===== src/hdl/imul_pkg.sv =====
/*
 * Multiplier farm shared types
 * Operand, product and shift widths plus the lane FSM encoding
 */

package imul_pkg;

  // ------------------------------------------------------------
  // Datapath widths
  // ------------------------------------------------------------

  // Multiplicand or multiplier
  typedef logic [31:0] operand_t;

  // Low half of a product
  typedef logic [31:0] product_t;

  // One calculation step moves 1 to 32 bit positions
  typedef logic [5:0] shamt_t;

  // ------------------------------------------------------------
  // Lane FSM
  // ------------------------------------------------------------

  typedef enum logic [1:0] {
    idle,
    calc,
    done
  } lane_state_t;

endpackage


===== src/hdl/imul_lane_if.sv =====
/*
 * Lane link between dispatcher, one multiplier lane and collector
 */

interface imul_lane_if
  import imul_pkg::*;
();

  // Issue side
  logic     issue;
  operand_t a;
  operand_t b;

  // Result side
  logic     done;
  product_t result;
  logic     pop;

  // Lane is free again
  logic     credit;

  modport dispatch (
    output issue, a, b,
    input  credit
  );

  modport lane (
    input  issue, a, b, pop,
    output done, result, credit
  );

  modport collect (
    input  done, result,
    output pop
  );

endinterface


===== src/hdl/imul_dispatch.sv =====
/*
 * Request dispatcher for the multiplier farm
 * Round-robin issue to lanes with one credit each
 */

module imul_dispatch
  import imul_pkg::*;
#(
  parameter int NUM_LANES = 4
) (
  input  logic     clk,
  input  logic     reset,
  input  logic     req_valid,
  output logic     req_ready,
  input  operand_t req_a,
  input  operand_t req_b,
  imul_lane_if.dispatch lanes [NUM_LANES]
);

  localparam int LANE_IDX_W = (NUM_LANES > 1) ? $clog2(NUM_LANES) : 1;

  logic [LANE_IDX_W-1:0] issue_ptr;
  logic [NUM_LANES-1:0]  credits;
  logic [NUM_LANES-1:0]  credit_in;
  logic [NUM_LANES-1:0]  spend;
  logic [NUM_LANES-1:0]  issue_q;
  operand_t              a_q;
  operand_t              b_q;
  logic                  req_fire;

  // Ready only when the lane under the pointer is free
  assign req_ready = credits[issue_ptr];
  assign req_fire  = req_valid && req_ready;

  // One-hot credit spend for the lane being issued
  always_comb begin
    spend = '0;
    if (req_fire) spend[issue_ptr] = 1'b1;
  end

  // ------------------------------------------------------------
  // Credits, pointer and issue pulses
  // ------------------------------------------------------------

  always_ff @(posedge clk) begin
    if (reset) begin
      credits   <= '1;
      issue_ptr <= '0;
      issue_q   <= '0;
    end else begin
      // Spend and restore never hit the same lane together
      credits <= (credits & ~spend) | credit_in;
      issue_q <= spend;
      if (req_fire) begin
        if (issue_ptr == LANE_IDX_W'(NUM_LANES - 1)) issue_ptr <= '0;
        else issue_ptr <= issue_ptr + 1'b1;
      end
    end
  end

  // Operand hold register shared by all lanes
  always_ff @(posedge clk) begin
    if (req_fire) begin
      a_q <= req_a;
      b_q <= req_b;
    end
  end

  // Fan out to the lane links
  for (genvar i = 0; i < NUM_LANES; i++) begin : g_lane
    assign lanes[i].issue = issue_q[i];
    assign lanes[i].a     = a_q;
    assign lanes[i].b     = b_q;
    assign credit_in[i]   = lanes[i].credit;

    // Lane returns a credit only after it was taken
    assert property (@(posedge clk) disable iff (reset)
      credit_in[i] |-> !credits[i]);

    // Issued lane has spent its credit and returns none yet
    assert property (@(posedge clk) disable iff (reset)
      issue_q[i] |-> !credits[i] && !credit_in[i]);
  end

endmodule


===== src/hdl/imul_var_lat_lane.sv =====
/*
 * Variable-latency shift-and-add multiplier lane
 * Skips zero runs in the multiplier and holds the product until popped
 */

module imul_var_lat_lane
  import imul_pkg::*;
(
  input logic clk,
  input logic reset,
  imul_lane_if.lane lane
);

  lane_state_t state;
  operand_t    a_reg;
  operand_t    b_reg;
  product_t    acc;
  shamt_t      shift_cnt;
  shamt_t      tz_cnt;
  shamt_t      shamt;
  shamt_t      cnt_sum;
  logic        calc_last;
  logic        credit_q;

  // ------------------------------------------------------------
  // Step size
  // ------------------------------------------------------------

  // Trailing zero count of b, lowest set bit wins
  // All zero b gives the full 32
  always_comb begin
    tz_cnt = 6'd32;
    for (int i = 31; i >= 0; i--) begin
      if (b_reg[i]) tz_cnt = shamt_t'(i);
    end
  end

  // Add step moves one bit, skip step jumps the whole zero run
  assign shamt = b_reg[0] ? 6'd1 : tz_cnt;

  // Count stays below 32 in calc so the sum fits in 6 bits
  assign cnt_sum   = shift_cnt + shamt;
  assign calc_last = cnt_sum[5];

  // ------------------------------------------------------------
  // Control FSM
  // ------------------------------------------------------------

  always_ff @(posedge clk) begin
    if (reset) begin
      state     <= idle;
      shift_cnt <= '0;
      credit_q  <= 1'b0;
    end else begin
      credit_q <= 1'b0;
      case (state)
        idle: begin
          if (lane.issue) begin
            state     <= calc;
            shift_cnt <= '0;
          end
        end
        calc: begin
          shift_cnt <= cnt_sum;
          if (calc_last) state <= done;
        end
        done: begin
          // Credit goes back the cycle after the pop
          if (lane.pop) begin
            state    <= idle;
            credit_q <= 1'b1;
          end
        end
        default: state <= idle;
      endcase
    end
  end

  // ------------------------------------------------------------
  // Datapath
  // ------------------------------------------------------------

  always_ff @(posedge clk) begin
    if (state == idle && lane.issue) begin
      a_reg <= lane.a;
      b_reg <= lane.b;
      acc   <= '0;
    end else if (state == calc) begin
      // Accumulate before the shift when the low bit is set
      if (b_reg[0]) acc <= acc + a_reg;
      a_reg <= a_reg << shamt;
      b_reg <= b_reg >> shamt;
    end
  end

  // Outputs
  assign lane.done   = (state == done);
  assign lane.result = acc;
  assign lane.credit = credit_q;

  // Dispatcher must respect the credit
  assert property (@(posedge clk) disable iff (reset)
    lane.issue |-> state == idle);

  // Collector only pops a held result
  assert property (@(posedge clk) disable iff (reset)
    lane.pop |-> state == done);

endmodule


===== src/hdl/imul_collect.sv =====
/*
 * Response collector for the multiplier farm
 * Drains lanes in round-robin order so products leave in request order
 */

module imul_collect
  import imul_pkg::*;
#(
  parameter int NUM_LANES = 4
) (
  input  logic     clk,
  input  logic     reset,
  imul_lane_if.collect lanes [NUM_LANES],
  output logic     resp_valid,
  input  logic     resp_ready,
  output product_t resp_result
);

  localparam int LANE_IDX_W = (NUM_LANES > 1) ? $clog2(NUM_LANES) : 1;

  logic [LANE_IDX_W-1:0] drain_ptr;
  logic [NUM_LANES-1:0]  done_vec;
  logic [NUM_LANES-1:0]  pop_vec;
  product_t              result_arr [NUM_LANES];
  logic                  resp_fire;

  // Gather lane outputs, scatter pops
  for (genvar i = 0; i < NUM_LANES; i++) begin : g_lane
    assign done_vec[i]   = lanes[i].done;
    assign result_arr[i] = lanes[i].result;
    assign pop_vec[i]    = resp_fire && (drain_ptr == LANE_IDX_W'(i));
    assign lanes[i].pop  = pop_vec[i];
  end

  // Response straight from the lane under the pointer
  assign resp_valid  = done_vec[drain_ptr];
  assign resp_result = result_arr[drain_ptr];
  assign resp_fire   = resp_valid && resp_ready;

  // Drain pointer follows the dispatcher's issue order
  always_ff @(posedge clk) begin
    if (reset) begin
      drain_ptr <= '0;
    end else if (resp_fire) begin
      if (drain_ptr == LANE_IDX_W'(NUM_LANES - 1)) drain_ptr <= '0;
      else drain_ptr <= drain_ptr + 1'b1;
    end
  end

  // Held response stays put under back-pressure
  assert property (@(posedge clk) disable iff (reset)
    resp_valid && !resp_ready |=> resp_valid && $stable(resp_result));

endmodule


===== src/hdl/imul_farm_top.sv =====
/*
 * Multiplier farm top level
 * Dispatcher, NUM_LANES variable-latency lanes and an in-order collector
 */

module imul_farm_top
  import imul_pkg::*;
#(
  parameter int NUM_LANES = 4
) (
  input  logic     clk,
  input  logic     reset,
  input  logic     req_valid,
  output logic     req_ready,
  input  operand_t req_a,
  input  operand_t req_b,
  output logic     resp_valid,
  input  logic     resp_ready,
  output product_t resp_result
);

  // One link per lane
  imul_lane_if lane_if [NUM_LANES] ();

  imul_dispatch #(
    .NUM_LANES (NUM_LANES)
  ) dispatch_inst (
    .clk       (clk),
    .reset     (reset),
    .req_valid (req_valid),
    .req_ready (req_ready),
    .req_a     (req_a),
    .req_b     (req_b),
    .lanes     (lane_if)
  );

  // Identical lanes
  for (genvar i = 0; i < NUM_LANES; i++) begin : g_lane
    imul_var_lat_lane lane_inst (
      .clk   (clk),
      .reset (reset),
      .lane  (lane_if[i])
    );
  end

  imul_collect #(
    .NUM_LANES (NUM_LANES)
  ) collect_inst (
    .clk         (clk),
    .reset       (reset),
    .lanes       (lane_if),
    .resp_valid  (resp_valid),
    .resp_ready  (resp_ready),
    .resp_result (resp_result)
  );

endmodule


===== config.mk =====
export PLATFORM = sky130hd
export DESIGN_NAME = imul_farm_top
export DESIGN_NICKNAME = d
export VERILOG_FILES = /design/src/hdl/imul_pkg.sv /design/src/hdl/imul_lane_if.sv /design/src/hdl/imul_dispatch.sv /design/src/hdl/imul_var_lat_lane.sv /design/src/hdl/imul_collect.sv /design/src/hdl/imul_farm_top.sv
export SDC_FILE = /design/constraint.sdc
export NUM_CORES = 2
export LEC_CHECK = 0
export CAP_MARGIN = 10
export CORE_MARGIN = 2
export CORE_UTILIZATION = 44
export DETAILED_ROUTE_END_ITERATION = 10
export DONT_BUFFER_PORTS = 1
export SYNTH_ARGS = -nofsm -noshare
export SYNTH_HDL_FRONTEND = slang
export SYNTH_HIERARCHICAL = 1
export SYNTH_SLANG_ARGS = --single-unit

===== constraint.sdc =====
create_clock -name clk -period 8.7 [get_ports clk]
set_clock_uncertainty 0.05 [all_clocks]
set_input_delay 1.305 -clock clk [delete_from_list [all_inputs] [get_ports clk]]
set_output_delay 1.305 -clock clk [all_outputs]
set_load 0.02 [all_outputs]

* Word-level counts from Yosys, hierarchy flattened *
Cells that the tools add are included.

cells by class
  add/sub/neg operators = 10
  $lt $le $gt $ge = 4
  equality and inequality tests = 24
  shift-type cells = 8
  multiplexer cells = 184
  bitwise logic cells = 8
  reduce and logical (&&, ||, !) cells = 40

operator list
  kind                                                        count
  2-to-1 mux 6 bit                                            132
  2-to-1 mux 32 bit                                           18
  adder 32 bit                                                4
  left shift 32 x 6 -> 32 bit                                 4
  right shift 32 x 6 -> 32 bit                                4
  binary-select mux 32 bit (select 2 bit)                     1
  case mux 6 bit (2 select lines)                             4
  2-to-1 mux 2 bit                                            14
  adder 6 bit                                                 4
  case mux 2 bit (3 select lines)                             4
  inequality test 2 bit, second input constant                8
  AND reduction 2 bit                                         8
  nonzero test 2 bit                                          8
  equality test 2 bit, second input constant                  7
  AND reduction 3 bit                                         4
  logical AND 1 bit                                           11
  equality test 2 x 1 -> 1 bit, second input constant         5
  logical NOT 2 bit                                           5
  inequality test 2 x 1 -> 1 bit, second input constant       4
  OR reduction 2 bit                                          4
  2-to-1 mux 1 bit                                            7
  less-than comparator 2 x 3 -> 1 bit, second input constant  2
  adder 2 x 1 -> 2 bit, second input constant                 2
  bitwise AND 4 bit                                           1
  9 further kinds                                             13

storage, ports and cells
  register bits = 496
  bits of input ports = 68
  output and inout port bits = 34

* Longest topological paths before layout *
  word-level depth = 35
  depth in mapped cells = 17

* Cells and area by module *
Netlist, hierarchy kept.

by module, submodules not included
  module                                       instances  cells an instance  area each (µm²)  sequential area each (µm²)
  imul_var_lat_lane (g_lane[1].lane_inst ...)  2          1059               9068.7           2742.6
  imul_var_lat_lane (g_lane[0].lane_inst)      1          1058               9088.7           2742.6
  imul_var_lat_lane (g_lane[3].lane_inst)      1          1055               8981.1           2742.6
  imul_dispatch                                1          305                3844.9           2122.0
  imul_collect                                 1          66                 1086.0           40.0

* Worst setup path after synthesis *
Ideal clock, no wire load.

  path type = register to register
  start = reg g_lane[1].lane_inst.b_reg[24]
  end = reg g_lane[1].lane_inst.shift_cnt[5]
  library setup time = 70 ps
  arrival time = 3665 ps
  required time = 8580 ps
  setup slack = 4915 ps
  stages on the path, launching flop included = 17
  path buffers = 4
  period minus slack after synthesis = 3785 ps
  cells stage by stage = edfxtp_1 or4_1 o2111ai_1 a31oi_1 nand2b_1 buf_2 inv_2 buf_2 buf_2 buf_1 ha_1 a21oi_1 o21bai_1 a21oi_1 xnor2_1 or2_2 a21oi_1

on the way
  cells in the longest elaborated chain, start to end = 27

ends and longest elaborated chain
  item                             RTL line                 RTL
  start: declaration               imul_var_lat_lane.sv:16  operand_t b_reg;
  start signal: assignment         imul_var_lat_lane.sv:86  b_reg <= lane.b;
  start signal: assignment         imul_var_lat_lane.sv:92  b_reg <= b_reg >> shamt;
  2-to-1 mux 6 bit (24 in a row)   imul_var_lat_lane.sv:34  if (b_reg[i]) tz_cnt = shamt_t'(i);
  2-to-1 mux 6 bit                 imul_var_lat_lane.sv:39  assign shamt = b_reg[0] ? 6'd1 : tz_cnt;
  adder 6 bit                      imul_var_lat_lane.sv:42  assign cnt_sum = shift_cnt + shamt;
  case mux 6 bit (2 select lines)  imul_var_lat_lane.sv:56  case (state)
  end signal: assignment           imul_var_lat_lane.sv:64  shift_cnt <= cnt_sum;
  end: declaration                 imul_var_lat_lane.sv:18  shamt_t shift_cnt;

Every way passes these cells.
A chain may end at the register's enable or synchronous reset.

* Final worst setup path *
  start = reg g_lane[2].lane_inst.b_reg[0]
  end = reg g_lane[2].lane_inst.shift_cnt[5]

on the way
  cells in the longest elaborated chain, start to end = 3

ends and longest elaborated chain
  item                             RTL line
  start: declaration               imul_var_lat_lane.sv:16
  start signal: assignment         imul_var_lat_lane.sv:86
  start signal: assignment         imul_var_lat_lane.sv:92
  2-to-1 mux 6 bit                 imul_var_lat_lane.sv:39
  adder 6 bit                      imul_var_lat_lane.sv:42
  case mux 6 bit (2 select lines)  imul_var_lat_lane.sv:56
  end signal: assignment           imul_var_lat_lane.sv:64
  end: declaration                 imul_var_lat_lane.sv:18

Every way passes these cells.

==> implementation parameters <==
Parameter                              Value

STA
  Final-report setup violation count    0
  Max Slew Vio Count    0
  Summed negative setup slack over all endpoints    0 ns
  Worst Slack Setup Final    between 3 and 4 ns
  Slew at the pin with the worst max-slew slack    roughly 1.1 ns
  Worst hold slack    ~0.36 ns
  Slew Limit Headroom    27.0%
  Setup repair after global routing missed its margin    false
  Highest achievable clock rate    212 MHz
  Hold Fails Final Rpt    0
  Share of the clock period used by the worst path    54.2%
  Minimum period implied by the final worst setup slack    4.71 ns

Global route
  Global route total overflow    0
  Maximum number of pins on one net before global-route repair    82
  Total track usage    33.0%
  Antenna violations before repair    14
  Number of global-route vias before repair    approximately 33,000
  First-pass GRT wire length    233,000 um

Floorplanning
  Overall die height    310 um
  I/O pin count    between 100 and 150
  Core Footprint    93,000 um^2
  Row count    112
  Area of the die    96,000 um^2
  Die X-Extent    about 310 um
  Starting density of the core    between 40 and 50%

Worst setup path
  Reg2Reg Setup Slack    3.99 ns
  Critical path arrival    5.20 ns
  Worst Setup Start Kind    flop
  Endpoint type of the worst setup path    flop
  Critical setup path kind    reg -> reg
  Capturing point of the worst reg2reg path    g_lane[2].lane_inst/shift_cnt[5]$_SDFFE_PP0P_
  Cells along the critical path    or2_2, nor3_1, nand3_1, o21bai_4, buf_4, inv_1, buf_4, ha_1, inv_1, o21bai_1, a21oi_1, xnor2_1, or2_2, a21oi_1
  Worst-path maximum fanout    41
  Slowest cell delay on critical path    0.83 ns
  Critical R2R Launch    g_lane[2].lane_inst/b_reg[0]$_DFFE_PP_
  Data required, critical path    9.19 ns
  Cell count of the worst reg-to-reg path    14
  Cell with the largest stage delay on the worst path    sky130_fd_sc_hd__nor3_1

Place
  Area after detailed placement    40,700 um^2
  Setup Slack @ Placement    a little over 4 ns
  HPWL after detailed placement    119,000 um
  Buffers added on ports    0
  Weighted congestion reported at the end of routability-driven placement    1.02

Clock tree
  CTS tree    yes
  Count of cells resized by post-cts repair    0
  Clock Latency Late Sink    between 0.6 and 0.7 ns
  Reg clk slew, reported paths    0.06 ns
  TritonCTS Buffers    66
  Clk sink count    496
  Hold-fix buffer count after cts    0
  Clock buffer depth    3
  Cell chosen for the clock root    sky130_fd_sc_hd__clkbuf_16
  CTS H-tree depth    3
  Setup repair bufs after CTS    0

Routing
  Number of design-rule violations left by the first detailed-router iteration    5,546
  Antenna viol nets, final    0
  Via count normalized by instance count    6.61
  Post-detailed-route wirelength per cell    29.0 um
  DRC violations left    0
  Pre-Repair DR Iteration Count    6
  Drt total wl    163,000 um
  Via total after detailed routing    37,030

Cells and area
  Most common cell after layout, fill and taps aside    sky130_fd_sc_hd__mux2i_1
  Leading cell types in the layout, fill and taps excluded    sky130_fd_sc_hd__mux2i_1 (572), sky130_fd_sc_hd__nand2_1 (570), sky130_fd_sc_hd__a21oi_1 (365)
  Number of nets in the final layout    4,514
  Layout overhead on the synthesized area    4.29%
  FILL cells    ~9,000
  Final Instance Area    42,900 um^2
  Layout cell share with drive strength beyond 1    7.82%

Synthesis
  Mux cell area share after synthesis    approximately 18%
  Synth area leaders    sky130_fd_sc_hd__edfxtp_1 (23%), sky130_fd_sc_hd__mux2i_1 (14%), sky130_fd_sc_hd__dfxtp_1 (8.6%), sky130_fd_sc_hd__nand2_1 (5.2%), sky130_fd_sc_hd__ha_1 (4.6%)
  Proportion of netlist area held by the largest area contributor    between 20% and 30%
  Synth area leader    sky130_fd_sc_hd__edfxtp_1
  Post-Synth Simple-Gate Area    ~15%
  Post-Synth Adder-Cell Area    under 10%
  Ys async rst share    0%
  Sequential-to-total area share from yosys stat    31.9%
  Synth Instances    4,602
  Synth cell types    91
  Mean area per synthesized cell    slightly below 9 um^2
  Synth Area in XOR/XNOR    around 2.4%
  Top_reg_cell synth    sky130_fd_sc_hd__edfxtp_1
  Count of flip-flops with a built-in enable after synthesis    320
  Total of flip-flops plus latches after synthesis    496
  Total nets after synthesis    4,830
  Synthesis Warnings    6
  Dominant combinational cell family by area after synthesis    compound AO/OA/AOI/OAI gates
  Compound-gate portion of the synthesized area    between 20% and 30%
  Post-Syn Area    41,100 um^2

Run
  Maximum capacitance violations    0

Power
  IR drop worst, VDD    248 uV
  Pwr per Cell Area    289 nW/um^2
  LEAKAGE    ~17 nW

Outcome
  Result of the run    complete, no violations

Worst hold path
  Cell depth of the worst hold path    1
  Hold Path End    dispatch_inst/credits[1]$_SDFF_PP1_
  Hold path start    g_lane[1].lane_inst/lane.credit$_SDFF_PP0_
  Min-Delay Path Class    reg -> reg
power breakdown:
part	switching, mW	internal, mW
clock	1.17	1.68
sequential	1.17	3.25
combinational	3.08	2.06
total	5.42	6.98
worst max-delay path, delay by kind of cell (launching register included):
kind	cells	cell delay, ns
AO/OA/AOI/OAI	4	0.68
XOR/XNOR	1	0.10
adder cells (fa/ha/maj)	1	0.32
buffers and inverters	4	1.13
flip-flops	1	0.44
AND/OR/NAND/NOR	4	1.89
metal layers:
layer  wire [um]  GRT usage (%)  up-vias
li1            -              -    16465
met1       69200           47.8    17831
met3       21200           9.04      410
met5         135          0.607        -
met2       64600           45.5     2314
met4        7430           13.7       10
final cells by class:
cell class                 instances  area, um^2  area share (%)
multi-input combinational       3567       25100            58.6
sequential                       496       13100            30.6
clock buffer                      87        1880            4.37
tap                             1254        1570            3.66
timing repair buffer              60         450            1.05
inverter                          95         362           0.843
clock inverter                    32         344           0.802
antenna                            7        17.5          0.0408
cells in the mapped netlist (53+ instances only):
| master | number |
|---|---|
| sky130_fd_sc_hd__a21oi_1 | 365 |
| sky130_fd_sc_hd__mux2_2 | 68 |
| sky130_fd_sc_hd__buf_2 | 58 |
| sky130_fd_sc_hd__a211oi_1 | 62 |
| sky130_fd_sc_hd__o21ai_0 | 231 |
| sky130_fd_sc_hd__nor3_1 | 86 |
| sky130_fd_sc_hd__inv_1 | 85 |
| sky130_fd_sc_hd__edfxtp_1 | 320 |
| sky130_fd_sc_hd__nor2_1 | 305 |
| sky130_fd_sc_hd__buf_4 | 202 |
| sky130_fd_sc_hd__nand3_1 | 103 |
| sky130_fd_sc_hd__ha_1 | 152 |
| sky130_fd_sc_hd__clkbuf_1 | 137 |
| sky130_fd_sc_hd__nor2b_1 | 53 |
| sky130_fd_sc_hd__mux2i_1 | 572 |
| sky130_fd_sc_hd__xnor2_1 | 86 |
| sky130_fd_sc_hd__dfxtp_1 | 176 |
| sky130_fd_sc_hd__nand2_1 | 574 |
| sky130_fd_sc_hd__a22o_1 | 64 |
kinds of logic after synthesis:
kind of cell / Yosys count
adder cells (fa/ha/maj): 160
AND/OR/NAND/NOR: 1372
flip-flops: 496
XOR/XNOR: 111
multiplexers: 684
AO/OA/AOI/OAI: 1240
buffers and inverters: 539
worst max-delay path by stage:
stage	startpoint	to	slack, ns
2_1_floorplan	g_lane[1].lane_inst/b_reg[24]$_DFFE_PP_	g_lane[1].lane_inst/shift_cnt[5]$_SDFFE_PP0P_	4.92
3_3_place_gp	g_lane[1].lane_inst/b_reg[10]$_DFFE_PP_	g_lane[1].lane_inst/b_reg[3]$_DFFE_PP_	4.14
3_5_place_dp	g_lane[1].lane_inst/b_reg[10]$_DFFE_PP_	g_lane[1].lane_inst/b_reg[3]$_DFFE_PP_	4.10
4_1_cts	g_lane[1].lane_inst/b_reg[10]$_DFFE_PP_	g_lane[1].lane_inst/b_reg[3]$_DFFE_PP_	4.11
5_1_grt	g_lane[1].lane_inst/b_reg[13]$_DFFE_PP_	g_lane[1].lane_inst/b_reg[5]$_DFFE_PP_	3.80
6_report	g_lane[2].lane_inst/b_reg[0]$_DFFE_PP_	g_lane[2].lane_inst/shift_cnt[5]$_SDFFE_PP0P_	3.99
through the flow:
| stage | cells | power [mW] | util [%] |
|---|---|---|---|
| floorplan | 4602 | 7.79 | - |
| global placement | 5472 | 9.33 | 43.7 |
| detailed placement | 5472 | 9.34 | 43.7 |
| CTS | 5591 | 12.2 | 46.1 |
| global route | 5591 | 12.9 | 46.1 |
| finish | 5598 | 12.4 | 46.1 |
No activity file was read; power rests on OpenSTA's default activity.
